## src/logic/rv32_isa_pkg.sv

```systemverilog
`default_nettype none

package rv32_isa_pkg;

  localparam int XLEN = 32;
  localparam int REG_BITS = 5;

  typedef logic [XLEN-1:0] xlen_t;
  typedef logic [REG_BITS-1:0] reg_addr_t;
  typedef logic [31:0] inst_t;

  // Major opcodes, taken from bits 6:0 of the instruction
  typedef enum logic [6:0] {
    OP     = 7'b0110011,
    OP_IMM = 7'b0010011,
    LUI    = 7'b0110111,
    LOAD   = 7'b0000011,
    STORE  = 7'b0100011,
    BRANCH = 7'b1100011,
    JAL    = 7'b1101111,
    SYSTEM = 7'b1110011
  } opcode_t;

  typedef enum logic [2:0] {
    ALU_ADD,
    ALU_SUB,
    ALU_AND,
    ALU_OR,
    ALU_XOR,
    ALU_SLT,
    ALU_SLTU
  } alu_op_t;

  // Arithmetic funct3 codes, shared by OP and OP-IMM
  localparam logic [2:0] F3_ADD  = 3'b000;
  localparam logic [2:0] F3_SLT  = 3'b010;
  localparam logic [2:0] F3_SLTU = 3'b011;
  localparam logic [2:0] F3_XOR  = 3'b100;
  localparam logic [2:0] F3_OR   = 3'b110;
  localparam logic [2:0] F3_AND  = 3'b111;

  // Branch funct3 codes
  localparam logic [2:0] F3_BEQ  = 3'b000;
  localparam logic [2:0] F3_BNE  = 3'b001;
  localparam logic [2:0] F3_BLT  = 3'b100;
  localparam logic [2:0] F3_BGE  = 3'b101;
  localparam logic [2:0] F3_BLTU = 3'b110;
  localparam logic [2:0] F3_BGEU = 3'b111;

  localparam xlen_t RESET_PC = 32'h0000_0000;

endpackage

`default_nettype wire

```

## src/logic/rv32_mem_map_pkg.sv

```systemverilog
`default_nettype none

package rv32_mem_map_pkg;

  localparam int HALF_BITS = 16;
  localparam int ADDR_BITS = 32;

  typedef logic [HALF_BITS-1:0] half_t;
  typedef logic [ADDR_BITS-1:0] bus_addr_t;

  // External SRAM holds 64K halfwords, so 128 KiB of byte addresses
  localparam bus_addr_t SRAM_BASE = 32'h0000_0000;
  localparam bus_addr_t SRAM_END  = 32'h0001_FFFF;

  // Only the low half of a word store lands in the output register
  localparam bus_addr_t GPIO_ADDR = 32'h0002_0000;

  typedef enum logic [1:0] {
    REG_SRAM,
    REG_GPIO,
    REG_NONE
  } region_t;

endpackage

`default_nettype wire

```

## src/logic/mem_bus_if.sv

```systemverilog
`timescale 1ns/1ps
`default_nettype none

// Four-phase req/ack bus moving one halfword per transfer
interface mem_bus_if;

  logic                        req;
  logic                        we;
  rv32_mem_map_pkg::bus_addr_t addr;
  rv32_mem_map_pkg::half_t     wdata;
  logic                        ack;
  rv32_mem_map_pkg::half_t     rdata;

  modport master (
    output req, we, addr, wdata,
    input  ack, rdata
  );

  modport slave (
    input  req, we, addr, wdata,
    output ack, rdata
  );

endinterface

`default_nettype wire

```

## src/logic/rv32_regfile.sv

```systemverilog
`timescale 1ns/1ps
`default_nettype none

module rv32_regfile (
  input  logic                    clk_i,
  input  logic                    rst_n_i,
  input  logic                    we_i,
  input  rv32_isa_pkg::reg_addr_t rd_addr_i,
  input  rv32_isa_pkg::xlen_t     rd_data_i,
  input  rv32_isa_pkg::reg_addr_t rs1_addr_i,
  input  rv32_isa_pkg::reg_addr_t rs2_addr_i,
  output rv32_isa_pkg::xlen_t     rs1_o,
  output rv32_isa_pkg::xlen_t     rs2_o
);

  // x0 has no storage behind it
  rv32_isa_pkg::xlen_t regs [1:31];

  always_ff @(posedge clk_i) begin
    if (!rst_n_i) begin
      for (int i = 1; i < 32; i++) begin
        regs[i] <= '0;
      end
    end else if (we_i && (rd_addr_i != '0)) begin
      regs[rd_addr_i] <= rd_data_i;
    end
  end

  assign rs1_o = (rs1_addr_i == '0) ? '0 : regs[rs1_addr_i];
  assign rs2_o = (rs2_addr_i == '0) ? '0 : regs[rs2_addr_i];

endmodule

`default_nettype wire

```

## src/logic/rv32_alu.sv

```systemverilog
`timescale 1ns/1ps
`default_nettype none

module rv32_alu (
  input  rv32_isa_pkg::alu_op_t op_i,
  input  rv32_isa_pkg::xlen_t   a_i,
  input  rv32_isa_pkg::xlen_t   b_i,
  output rv32_isa_pkg::xlen_t   result_o,
  output logic                  equal_o,
  output logic                  less_o,
  output logic                  less_signed_o
);

  // Compare flags are always valid, whatever op_i selects
  assign equal_o       = (a_i == b_i);
  assign less_o        = (a_i < b_i);
  assign less_signed_o = ($signed(a_i) < $signed(b_i));

  always_comb begin
    case (op_i)
      rv32_isa_pkg::ALU_ADD:  result_o = a_i + b_i;
      rv32_isa_pkg::ALU_SUB:  result_o = a_i - b_i;
      rv32_isa_pkg::ALU_AND:  result_o = a_i & b_i;
      rv32_isa_pkg::ALU_OR:   result_o = a_i | b_i;
      rv32_isa_pkg::ALU_XOR:  result_o = a_i ^ b_i;
      rv32_isa_pkg::ALU_SLT:  result_o = rv32_isa_pkg::xlen_t'(less_signed_o);
      rv32_isa_pkg::ALU_SLTU: result_o = rv32_isa_pkg::xlen_t'(less_o);
      default:                result_o = a_i + b_i;
    endcase
  end

endmodule

`default_nettype wire

```

## src/logic/rv32_control.sv

```systemverilog
`timescale 1ns/1ps
`default_nettype none

module rv32_control (
  input  logic                    clk_i,
  input  logic                    rst_n_i,
  mem_bus_if.master               bus,
  output rv32_isa_pkg::reg_addr_t rs1_addr_o,
  output rv32_isa_pkg::reg_addr_t rs2_addr_o,
  output rv32_isa_pkg::reg_addr_t rd_addr_o,
  output logic                    rd_we_o,
  output rv32_isa_pkg::xlen_t     rd_data_o,
  input  rv32_isa_pkg::xlen_t     rs1_i,
  input  rv32_isa_pkg::xlen_t     rs2_i,
  output rv32_isa_pkg::alu_op_t   alu_op_o,
  output rv32_isa_pkg::xlen_t     alu_b_o,
  input  rv32_isa_pkg::xlen_t     alu_result_i,
  input  logic                    alu_equal_i,
  input  logic                    alu_less_i,
  input  logic                    alu_less_signed_i,
  output logic                    halted_o
);

  typedef enum logic [2:0] {
    FETCH_LO, FETCH_HI, DECODE, MEM_LO, MEM_HI, EXECUTE, HALT
  } state_t;

  state_t                 state_q;
  rv32_isa_pkg::xlen_t    pc_q;
  logic                   req_q;
  rv32_isa_pkg::inst_t    ir_q;
  rv32_isa_pkg::xlen_t    load_q;
  rv32_isa_pkg::opcode_t  opcode;
  logic [2:0]             funct3;
  rv32_isa_pkg::xlen_t    imm_i;
  rv32_isa_pkg::xlen_t    imm_s;
  rv32_isa_pkg::xlen_t    imm_b;
  rv32_isa_pkg::xlen_t    imm_j;
  rv32_isa_pkg::xlen_t    eff_addr;
  rv32_isa_pkg::xlen_t    next_pc;
  logic                   in_access;
  logic                   done;
  logic                   taken;
  logic                   wb_en;

  //////////////////////////////////////////////////////////////////////
  // Decode

  assign opcode = rv32_isa_pkg::opcode_t'(ir_q[6:0]);
  assign funct3 = ir_q[14:12];
  assign rs1_addr_o = ir_q[19:15];
  assign rs2_addr_o = ir_q[24:20];
  assign rd_addr_o  = ir_q[11:7];

  assign imm_i = {{20{ir_q[31]}}, ir_q[31:20]};
  assign imm_s = {{20{ir_q[31]}}, ir_q[31:25], ir_q[11:7]};
  assign imm_b = {{19{ir_q[31]}}, ir_q[31], ir_q[7], ir_q[30:25], ir_q[11:8], 1'b0};
  assign imm_j = {{11{ir_q[31]}}, ir_q[31], ir_q[19:12], ir_q[20], ir_q[30:21], 1'b0};

  // SUB exists only in the register-register form, OP-IMM has no funct7
  always_comb begin
    alu_b_o  = (opcode == rv32_isa_pkg::OP_IMM) ? imm_i : rs2_i;
    alu_op_o = rv32_isa_pkg::ALU_ADD;
    case (funct3)
      rv32_isa_pkg::F3_ADD: begin
        if (opcode == rv32_isa_pkg::OP && ir_q[30]) begin
          alu_op_o = rv32_isa_pkg::ALU_SUB;
        end
      end
      rv32_isa_pkg::F3_SLT:  alu_op_o = rv32_isa_pkg::ALU_SLT;
      rv32_isa_pkg::F3_SLTU: alu_op_o = rv32_isa_pkg::ALU_SLTU;
      rv32_isa_pkg::F3_XOR:  alu_op_o = rv32_isa_pkg::ALU_XOR;
      rv32_isa_pkg::F3_OR:   alu_op_o = rv32_isa_pkg::ALU_OR;
      rv32_isa_pkg::F3_AND:  alu_op_o = rv32_isa_pkg::ALU_AND;
      default:               alu_op_o = rv32_isa_pkg::ALU_ADD;
    endcase
  end

  // Branches compare rs1 with rs2 through the ALU flags
  always_comb begin
    case (funct3)
      rv32_isa_pkg::F3_BEQ:  taken = alu_equal_i;
      rv32_isa_pkg::F3_BNE:  taken = !alu_equal_i;
      rv32_isa_pkg::F3_BLT:  taken = alu_less_signed_i;
      rv32_isa_pkg::F3_BGE:  taken = !alu_less_signed_i;
      rv32_isa_pkg::F3_BLTU: taken = alu_less_i;
      rv32_isa_pkg::F3_BGEU: taken = !alu_less_i;
      default:               taken = 1'b0;
    endcase
  end

  always_comb begin
    next_pc = pc_q + 32'd4;
    if (opcode == rv32_isa_pkg::JAL) begin
      next_pc = pc_q + imm_j;
    end else if (opcode == rv32_isa_pkg::BRANCH && taken) begin
      next_pc = pc_q + imm_b;
    end
  end

  always_comb begin
    wb_en     = 1'b1;
    rd_data_o = alu_result_i;
    case (opcode)
      rv32_isa_pkg::OP, rv32_isa_pkg::OP_IMM: rd_data_o = alu_result_i;
      rv32_isa_pkg::LUI:  rd_data_o = {ir_q[31:12], 12'b0};
      rv32_isa_pkg::LOAD: rd_data_o = load_q;
      rv32_isa_pkg::JAL:  rd_data_o = pc_q + 32'd4;
      default:            wb_en = 1'b0;
    endcase
  end

  assign rd_we_o  = (state_q == EXECUTE) && wb_en;
  assign halted_o = (state_q == HALT);

  //////////////////////////////////////////////////////////////////////
  // Memory bus

  assign in_access = state_q inside {FETCH_LO, FETCH_HI, MEM_LO, MEM_HI};
  assign done      = req_q && bus.ack;
  assign eff_addr  = rs1_i + ((opcode == rv32_isa_pkg::STORE) ? imm_s : imm_i);

  assign bus.req   = req_q;
  assign bus.we    = (state_q inside {MEM_LO, MEM_HI}) && (opcode == rv32_isa_pkg::STORE);
  assign bus.wdata = (state_q == MEM_HI) ? rs2_i[31:16] : rs2_i[15:0];

  // Low half first, high half at the next halfword address
  always_comb begin
    case (state_q)
      FETCH_HI: bus.addr = pc_q + 32'd2;
      MEM_LO:   bus.addr = eff_addr;
      MEM_HI:   bus.addr = eff_addr + 32'd2;
      default:  bus.addr = pc_q;
    endcase
  end

  always_ff @(posedge clk_i) begin
    if (!rst_n_i) begin
      state_q <= FETCH_LO;
      pc_q    <= rv32_isa_pkg::RESET_PC;
      req_q   <= 1'b0;
    end else begin
      // A new request waits until the previous ack has fallen
      if (in_access && !req_q && !bus.ack) begin
        req_q <= 1'b1;
      end else if (done) begin
        req_q <= 1'b0;
      end
      case (state_q)
        FETCH_LO: if (done) state_q <= FETCH_HI;
        FETCH_HI: if (done) state_q <= DECODE;
        DECODE: begin
          if (opcode == rv32_isa_pkg::LOAD || opcode == rv32_isa_pkg::STORE) begin
            state_q <= MEM_LO;
          end else if (opcode == rv32_isa_pkg::SYSTEM && ir_q[31:7] == '0) begin
            state_q <= HALT;
          end else begin
            state_q <= EXECUTE;
          end
        end
        MEM_LO:   if (done) state_q <= MEM_HI;
        MEM_HI:   if (done) state_q <= EXECUTE;
        EXECUTE: begin
          pc_q    <= next_pc;
          state_q <= FETCH_LO;
        end
        default:  state_q <= HALT;
      endcase
    end
  end

  always_ff @(posedge clk_i) begin
    if (done) begin
      case (state_q)
        FETCH_LO: ir_q[15:0]    <= bus.rdata;
        FETCH_HI: ir_q[31:16]   <= bus.rdata;
        MEM_LO:   load_q[15:0]  <= bus.rdata;
        MEM_HI:   load_q[31:16] <= bus.rdata;
        default:  ;
      endcase
    end
  end

endmodule

`default_nettype wire

```

## src/logic/rv32_mem_map.sv

```systemverilog
`timescale 1ns/1ps
`default_nettype none

module rv32_mem_map (
  input  logic                    clk_i,
  input  logic                    rst_n_i,
  mem_bus_if.slave                core,
  mem_bus_if.master               sram,
  output rv32_mem_map_pkg::half_t gpio_o
);

  rv32_mem_map_pkg::region_t region;
  rv32_mem_map_pkg::half_t   gpio_q;
  logic                      local_ack_q;

  // Offset compare keeps the SRAM window test valid for any base
  always_comb begin
    if ((core.addr - rv32_mem_map_pkg::SRAM_BASE) <=
        (rv32_mem_map_pkg::SRAM_END - rv32_mem_map_pkg::SRAM_BASE)) begin
      region = rv32_mem_map_pkg::REG_SRAM;
    end else if (core.addr == rv32_mem_map_pkg::GPIO_ADDR) begin
      region = rv32_mem_map_pkg::REG_GPIO;
    end else begin
      region = rv32_mem_map_pkg::REG_NONE;
    end
  end

  // SRAM traffic goes straight through to the controller
  assign sram.req   = core.req && (region == rv32_mem_map_pkg::REG_SRAM);
  assign sram.we    = core.we;
  assign sram.addr  = core.addr;
  assign sram.wdata = core.wdata;

  assign core.ack   = sram.ack | local_ack_q;
  assign core.rdata = (region == rv32_mem_map_pkg::REG_SRAM) ? sram.rdata :
                      (region == rv32_mem_map_pkg::REG_GPIO) ? gpio_q : '0;
  assign gpio_o     = gpio_q;

  // GPIO and unmapped accesses answer one cycle after req
  always_ff @(posedge clk_i) begin
    if (!rst_n_i) begin
      local_ack_q <= 1'b0;
      gpio_q      <= '0;
    end else begin
      local_ack_q <= core.req && (region != rv32_mem_map_pkg::REG_SRAM);
      if (core.req && core.we && !local_ack_q && region == rv32_mem_map_pkg::REG_GPIO) begin
        gpio_q <= core.wdata;
      end
    end
  end

endmodule

`default_nettype wire

```

## src/logic/sram16_ctrl.sv

```systemverilog
`timescale 1ns/1ps
`default_nettype none

module sram16_ctrl (
  input  logic                    clk_i,
  input  logic                    rst_n_i,
  mem_bus_if.slave                bus,
  output rv32_mem_map_pkg::half_t sram_addr_o,
  output rv32_mem_map_pkg::half_t sram_data_o,
  input  rv32_mem_map_pkg::half_t sram_data_i,
  output logic                    sram_ce_n_o,
  output logic                    sram_oe_n_o,
  output logic                    sram_we_n_o
);

  typedef enum logic [1:0] {S_IDLE, S_ACCESS, S_ACK} state_t;

  state_t                  state_q;
  logic                    cnt_q;
  rv32_mem_map_pkg::half_t rdata_q;
  logic                    active;

  // Byte address to halfword index
  assign sram_addr_o = bus.addr[16:1];
  assign sram_data_o = bus.wdata;

  assign active      = (state_q == S_ACCESS);
  assign sram_ce_n_o = !active;
  assign sram_oe_n_o = !(active && !bus.we);
  assign sram_we_n_o = !(active && bus.we);

  assign bus.ack   = (state_q == S_ACK);
  assign bus.rdata = rdata_q;

  // Strobes stay low for two cycles, ack follows on the third
  always_ff @(posedge clk_i) begin
    if (!rst_n_i) begin
      state_q <= S_IDLE;
      cnt_q   <= 1'b0;
    end else begin
      case (state_q)
        S_IDLE: begin
          if (bus.req) begin
            state_q <= S_ACCESS;
            cnt_q   <= 1'b0;
          end
        end
        S_ACCESS: begin
          cnt_q <= 1'b1;
          if (cnt_q) state_q <= S_ACK;
        end
        S_ACK:   if (!bus.req) state_q <= S_IDLE;
        default: state_q <= S_IDLE;
      endcase
    end
  end

  always_ff @(posedge clk_i) begin
    if (active && cnt_q) begin
      rdata_q <= sram_data_i;
    end
  end

endmodule

`default_nettype wire

```

## src/logic/rv32_soc.sv

```systemverilog
`timescale 1ns/1ps
`default_nettype none

module rv32_soc (
  input  logic                    clk_i,
  input  logic                    rst_n_i,
  output rv32_mem_map_pkg::half_t sram_addr_o,
  output rv32_mem_map_pkg::half_t sram_data_o,
  input  rv32_mem_map_pkg::half_t sram_data_i,
  output logic                    sram_ce_n_o,
  output logic                    sram_oe_n_o,
  output logic                    sram_we_n_o,
  output rv32_mem_map_pkg::half_t gpio_o,
  output logic                    halted_o
);

  rv32_isa_pkg::reg_addr_t rs1_addr;
  rv32_isa_pkg::reg_addr_t rs2_addr;
  rv32_isa_pkg::reg_addr_t rd_addr;
  logic                    rd_we;
  rv32_isa_pkg::xlen_t     rd_data;
  rv32_isa_pkg::xlen_t     rs1;
  rv32_isa_pkg::xlen_t     rs2;
  rv32_isa_pkg::alu_op_t   alu_op;
  rv32_isa_pkg::xlen_t     alu_b;
  rv32_isa_pkg::xlen_t     alu_result;
  logic                    alu_equal;
  logic                    alu_less;
  logic                    alu_less_signed;

  mem_bus_if core_bus ();
  mem_bus_if sram_bus ();

  //////////////////////////////////////////////////////////////////////
  // Core

  rv32_regfile u_regfile (
    .clk_i      (clk_i),
    .rst_n_i    (rst_n_i),
    .we_i       (rd_we),
    .rd_addr_i  (rd_addr),
    .rd_data_i  (rd_data),
    .rs1_addr_i (rs1_addr),
    .rs2_addr_i (rs2_addr),
    .rs1_o      (rs1),
    .rs2_o      (rs2)
  );

  // Operand A is always rs1
  rv32_alu u_alu (
    .op_i          (alu_op),
    .a_i           (rs1),
    .b_i           (alu_b),
    .result_o      (alu_result),
    .equal_o       (alu_equal),
    .less_o        (alu_less),
    .less_signed_o (alu_less_signed)
  );

  rv32_control u_control (
    .clk_i             (clk_i),
    .rst_n_i           (rst_n_i),
    .bus               (core_bus.master),
    .rs1_addr_o        (rs1_addr),
    .rs2_addr_o        (rs2_addr),
    .rd_addr_o         (rd_addr),
    .rd_we_o           (rd_we),
    .rd_data_o         (rd_data),
    .rs1_i             (rs1),
    .rs2_i             (rs2),
    .alu_op_o          (alu_op),
    .alu_b_o           (alu_b),
    .alu_result_i      (alu_result),
    .alu_equal_i       (alu_equal),
    .alu_less_i        (alu_less),
    .alu_less_signed_i (alu_less_signed),
    .halted_o          (halted_o)
  );

  //////////////////////////////////////////////////////////////////////
  // Memory map and external SRAM

  rv32_mem_map u_mem_map (
    .clk_i   (clk_i),
    .rst_n_i (rst_n_i),
    .core    (core_bus.slave),
    .sram    (sram_bus.master),
    .gpio_o  (gpio_o)
  );

  sram16_ctrl u_sram16_ctrl (
    .clk_i       (clk_i),
    .rst_n_i     (rst_n_i),
    .bus         (sram_bus.slave),
    .sram_addr_o (sram_addr_o),
    .sram_data_o (sram_data_o),
    .sram_data_i (sram_data_i),
    .sram_ce_n_o (sram_ce_n_o),
    .sram_oe_n_o (sram_oe_n_o),
    .sram_we_n_o (sram_we_n_o)
  );

endmodule

`default_nettype wire

```

## config.mk

```make
export PLATFORM = sky130hd
export DESIGN_NAME = rv32_soc
export DESIGN_NICKNAME = d
export VERILOG_FILES = /design/src/logic/rv32_isa_pkg.sv /design/src/logic/rv32_mem_map_pkg.sv /design/src/logic/mem_bus_if.sv /design/src/logic/rv32_regfile.sv /design/src/logic/rv32_alu.sv /design/src/logic/rv32_control.sv /design/src/logic/rv32_mem_map.sv /design/src/logic/sram16_ctrl.sv /design/src/logic/rv32_soc.sv
export SDC_FILE = /design/constraint.sdc
export NUM_CORES = 2
export LEC_CHECK = 0
export ABC_AREA = 1
export BUFFER_PORTS_ARGS = -buffer_cell sky130_fd_sc_hd__buf_2
export CORE_UTILIZATION = 33
export DETAILED_ROUTE_END_ITERATION = 16
export MAX_ROUTING_LAYER = met4
export PLACE_DENSITY_LB_ADDON = 0.08
export SYNTH_ARGS = -nofsm -noshare
export SYNTH_HDL_FRONTEND = slang
export SYNTH_SLANG_ARGS = --single-unit
```

## constraint.sdc

```tcl
create_clock -name clk_i -period 16.6 [get_ports clk_i]
set_input_delay 1.66 -clock clk_i [delete_from_list [all_inputs] [get_ports clk_i]]
set_output_delay 1.66 -clock clk_i [all_outputs]
set_load 0.05 [all_outputs]
```

Word level (Yosys, flattened, before mapping) --
Memory sizes are Yosys's and may differ from the RTL's. A register that Yosys moved wholly into a read port is not among the register bits. Index checks and enable logic that the tools add are counted.
Cells by class: $add $sub $neg 8, order comparisons 3, equality and inequality tests 39, multiplexer cells 41, bitwise logic cells 4, reductions and logical operators 50
Operator list (number):
- $mux 32 | 6
- $pmux 32 s3 | 2
- $pmux 32 s6 | 1
- $add 32x32->32 | 4
- $add 32x2->32 const B | 2
- $lt 32x32->1 | 2
- $mux 16 | 3
- $pmux 3 s6 | 2
- $add 32x3->32 const B | 1
- $and 32x32->32 | 1
- $eq 32x18->1 const B | 1
- $eq 32x32->1 | 1
- $le 32x17->1 const B | 1
- $or 32x32->32 | 1
- $reduce_or 32->1 | 1
- $sub 32x32->32 | 1
- $xor 32x32->32 | 1
- $eq 3x3->1 const B | 10
- $logic_not 25->1 | 1
- $eq 7x6->1 const B | 3
- $eq 7x7->1 const B | 3
- $eq 3x2->1 const B | 6
- $logic_and 1x1->1 | 17
- $mux 3 | 5
- 26 further kinds | 69
Word-level totals: flip-flop bits (word level) 136, bits in writable memories 992, bits of input ports 18, output and inout bits 52, logic and storage cells 158, memories 1
Memory list:
- u_regfile.regs | depth 31, bits a word 32, read ports 2, clocked after Yosys merged registers in 1, wr ports 31, line rv32_regfile.sv:17 | rv32_isa_pkg::xlen_t regs [1:31];

Longest topological paths before layout --
depth after elaboration 12, mapped depth 45, mapped depth without buffers 40

Hierarchy --
A second synthesis with hierarchy kept.
Unflattened totals: cell total of the unflattened synthesis 10987, area, all modules 78452.7 µm²
By module, submodules not included:
- rv32_regfile | instances 1, cells an instance 7250, area each 56558.0 µm², sequential area each 30749.5 µm²
- rv32_control | instances 1, cells an instance 2249, area each 13352.8 µm², sequential area each 2622.5 µm²
- rv32_alu | instances 1, cells an instance 1176, area each 6172.2 µm², sequential area each 0.0 µm²
- rv32_mem_map | instances 1, cells an instance 244, area each 1506.4 µm², sequential area each 340.3 µm²
- sram16_ctrl | instances 1, cells an instance 68, area each 863.3 µm², sequential area each 540.5 µm²

Least setup slack after synthesis --
OpenSTA, ideal clock, no wires.
path type register to output, from register u_control.ir_q[15], to output port sram_addr_o[14], arrival time 6.039 ns, required time 14.940 ns, setup slack 8.901 ns, cell stages (with the launch flop) 34, buffers on the path 6, cells stage by stage edfxtp_1 buf_4 clkbuf_1 clkbuf_1 clkbuf_1 clkbuf_1 clkbuf_1 nor2_1 o22ai_1 o21ai_0 o211ai_1 o211ai_1 inv_1 ha_1 inv_1 fa_1 inv_1 nand2_1 o21ai_0 nor2_1 nor2_1 nand2_1 o21a_1 nor2_1 nand2_1 nor2_1 nand3_2 nor2_4 nand3_2 nor2_2 inv_2 nor2_4 a31oi_1 o21ai_0
Between the ends: cells in the longest elaborated chain, start to end 5, elaborated cells on any way between the ends 6, classes of those cells add/sub (2); mux (2); reduce/logical (1); memory (1)
RTL lines:
- start: declaration | line rv32_control.sv:31 | rv32_isa_pkg::inst_t ir_q;
- start signal: assignment | line rv32_control.sv:175 | FETCH_LO: ir_q[15:0] <= bus.rdata;
- $mem_v2 31x32 or $logic_not 5->1 (tied branches)
- $mux 32 (*) | line rv32_regfile.sv:29 | assign rs1_o = (rs1_addr_i == '0) ? '0 : regs[rs1_addr_i];
- $add 32x32->32 (*) | line rv32_control.sv:121 | assign eff_addr = rs1_i + ((opcode == rv32_isa_pkg::STORE) ? imm_s : imm_i);
- $add 32x2->32 | line rv32_control.sv:132 | MEM_HI: bus.addr = eff_addr + 32'd2;
- $pmux 32 s3 (*) | line rv32_control.sv:129 | case (state_q)
- end: declaration | line rv32_soc.sv:7 | output rv32_mem_map_pkg::half_t sram_addr_o,
Mark *: on every way between the ends. The rest lies on a longest branch, timed or not.

Worst setup path in the final report --
from register u_control.ir_q[15], to output port sram_addr_o[15]
Same word-level chain as after synthesis.

==> results_dict.tcl <==
set metrics [dict create \
    outcome "complete, no violations" \
    drive_gt1_frac 0.07049 \
    clock_latency_ns 0.83 \
    p_per_area_mw_per_mm2 92.73 \
    wl_per_cell_um 31.30 \
    num_rows 171 \
    wirelength_mm 364.8 \
    cts_resized 0 \
    crit_fanout 68 \
    critPathRequiredTime_ns 14.94 \
    start_util 0.3328 \
    drv_slew 0 \
    yosysSeqAreaShare 0.4739 \
    synth_edf_count 1104 \
    slew_headroom 0.2037 \
    dp_hpwl_mm 221.3 \
    leakage_nw 29.74 \
    cts_tree "yes" \
    hold_start "u_mem_map.gpio_o[4]" \
    ioPinCount 70 \
    reg2reg_to "u_control.pc_q[19]" \
    ant_nets 0 \
    final_area_mm2 0.08006 \
    cts-htree-levels 4 \
    worst_ep_arrival_time_ns 8.32 \
    nFillCells 22360 \
    core-area_mm2 0.2178 \
    synth_area_leaders "edfxtp_1, nor2_1, o21ai_0" \
    drtIter0Drc 9381 \
    power_mw 7.424 \
    hold_class "flip-flop to flip-flop" \
    crit_start "u_control.ir_q[15]" \
    layout-area-overhead-vs-synth_pct 10.45 \
    routed-via-count 70950 \
    yosysMostFrequentCell "nor2_1" \
    min_to "u_mem_map.gpio_o[4]" \
    io_buffers 69 \
    track_usage 0.3286 \
    gp_congestion 0.9633 \
    path_clk_slew_ns 0.06 \
    crit_slowest_cell "buf_4" \
    finalSetupTns_ns 0 \
    synth.top_cells.by_count "nor2_1, o21ai_0, edfxtp_1, nand2_1, clkbuf_1" \
    cap_violations 0 \
    synth_area_per_cell_um2 8.056 \
    ys.flop_type "edfxtp_1" \
    hold_viol 0 \
    die_w_um 470.7 \
    fin_nets 8871 \
    r2r_setup_slack_ns 7.60 \
    grt_pass1_wl_mm 509.6 \
    cts-root-buf "clkbuf_16" \
    clk_path_buf_depth 3 \
    fin_crit_ns 9.980 \
    peakVddDrop_v 0.0001152 \
    worst_slew_pin_slew_ns 1.182 \
    firstDrtPassIters 8 \
    rsz0062_at_grt "false" \
    worst_path_largest_cell_delay_ns 0.73 \
    min_path_cells 2 \
    cts_hold_buf 0 \
    antenna_found_initial 14 \
    yosysWarnings 0 \
    die_h_um 470.7 \
    async_flop_share 0 \
    die_area_mm2 0.2215 \
    finalClockSkew_ns 0.04234 \
    fmax_mhz 100.2 \
    overflow 0 \
    critPathKind "flip-flop to output port" \
    startpoint_type "flip-flop" \
    post-synth-top-area-cell "edfxtp_1" \
    cp_common_cell "buf_4" \
    grt_max_degree 158 \
    drc 0 \
    cts_setup_buffers 0 \
    fin_crit_sh 0.6012 \
    final_core_util 0.3676 \
    cp_num_buf_inv 6 \
    critical-path-top-delay-family "buffers and inverters" \
    postPlaceCellArea_mm2 0.07553 \
    setup_viol 0 \
    grt_pass1_vias 66840 \
    synth_top_cell_area_share 0.4574 \
    cts_buffers 146 \
    crit_path_end_kind "output port" \
    netlist_instances 8997 \
    clock-sinks 1164 \
    synthesis.area_mm2 0.07248 \
    ys_types 61 \
    viasPerCell 6.088 \
    r2r_cells 25 \
    ys_seq_elements 1164 \
]
## worst reg2reg max path, stage by stage, from the launching register on
cell	delay, ns
dfxtp_4	0.38
buf_4	0.62
buf_12	0.59
buf_4	0.90
o21ai_0	0.28
o221ai_1	0.25
nand3_1	0.16
nand3_1	0.52
nand3_1	0.41
o21ai_0	0.76
inv_1	0.15
ha_1	0.45
nor2_1	0.18
inv_1	0.08
nor3_1	0.30
nand2_1	0.15
nor2_1	0.45
nand4_1	0.21
o31a_1	0.32
a211oi_1	0.24
o211ai_1	0.32
nand2_2	0.13
buf_4	0.51
a21oi_1	0.22
o21ai_0	0.19
a21oi_1	0.11
## stage by stage
step                setup slack [ns]  std cells  hold slack, ns
floorplan                      8.901       9028          0.4680
global placement               7.692      11390          0.5113
detailed placement             7.635      11390          0.5036
CTS                            6.777      11650          0.5162
global route                   6.348      11650          0.5375
finish                         6.620      11660          0.5176
## per-layer routing
metal / GRT usage / up-vias / share of wire
li1: - / 30940 / -
met1: 0.4401 / 35210 / 0.43
met2: 0.4867 / 4050 / 0.43
met3: 0.04748 / 758 / 0.086
met4: 0.1549 / 0 / 0.052
met5: - / - / 0
## where the power goes
part           total [mW]  internal, mW  switching, mW
clock                3.12          1.77           1.36
combinational       0.918         0.195          0.723
sequential           3.38          3.32         0.0612
total                7.42          5.28           2.14
## how the worst max path moves through the flow
stage / to / slack (ns) / cells past startpoint
2_1_floorplan: sram_addr_o[14] / 8.90 / 33
3_3_place_gp: sram_addr_o[14] / 7.69 / 30
3_5_place_dp: sram_addr_o[15] / 7.63 / 29
4_1_cts: sram_addr_o[15] / 6.78 / 26
5_1_grt: sram_addr_o[15] / 6.35 / 29
6_report: sram_addr_o[15] / 6.62 / 26
## cell families after synthesis
logic type,Yosys count,share of synthesized area
AND/OR/NAND/NOR,3710,0.2090
adder cells (fa/ha/maj),174,0.03055
other,1,0.00005174
multiplexers,16,0.002209
AO/OA/AOI/OAI,2524,0.2043
XOR/XNOR,86,0.01039
flip-flops,1164,0.4739
buffers and inverters,1322,0.06948
## flip-flops by register name, indices dropped and copies added (netlist names), named ones only
signal	cells
u_control.bus.req	1
u_control.ir_q	32
u_control.load_q	32
u_control.pc_q	31
u_control.state_q	3
u_mem_map.gpio_o	16
u_mem_map.local_ack_q	1
u_regfile.regs	1024
u_sram16_ctrl.bus.rdata	16
u_sram16_ctrl.cnt_q	1
u_sram16_ctrl.state_q	2
## layout by cell type, fill, tap and decap left out, drive strengths merged, types with 169 or more instances in the layout
| cell | n |
|---|---|
| nand2 | 879 |
| nand3 | 532 |
| inv | 562 |
| nor2 | 2122 |
| o21ai | 1302 |
| buf | 261 |
| clkbuf | 187 |
| a21oi | 528 |
| o221ai | 388 |
| edfxtp | 1104 |
| ha | 169 |
## final cells by class
type                    instances  area [um^2]  area share
diodes                          6        15.01   0.0001875
clock buffers                 187         3891     0.04860
clock inverters                77        625.6    0.007814
inverters                     564         2162     0.02701
multi-input cells            6542        33550      0.4191
flip-flops and latches       1164        34370      0.4293
well taps                    2854         3571     0.04460
repair buffers                261         1877     0.02344
Power figures use the tool's default switching activity.
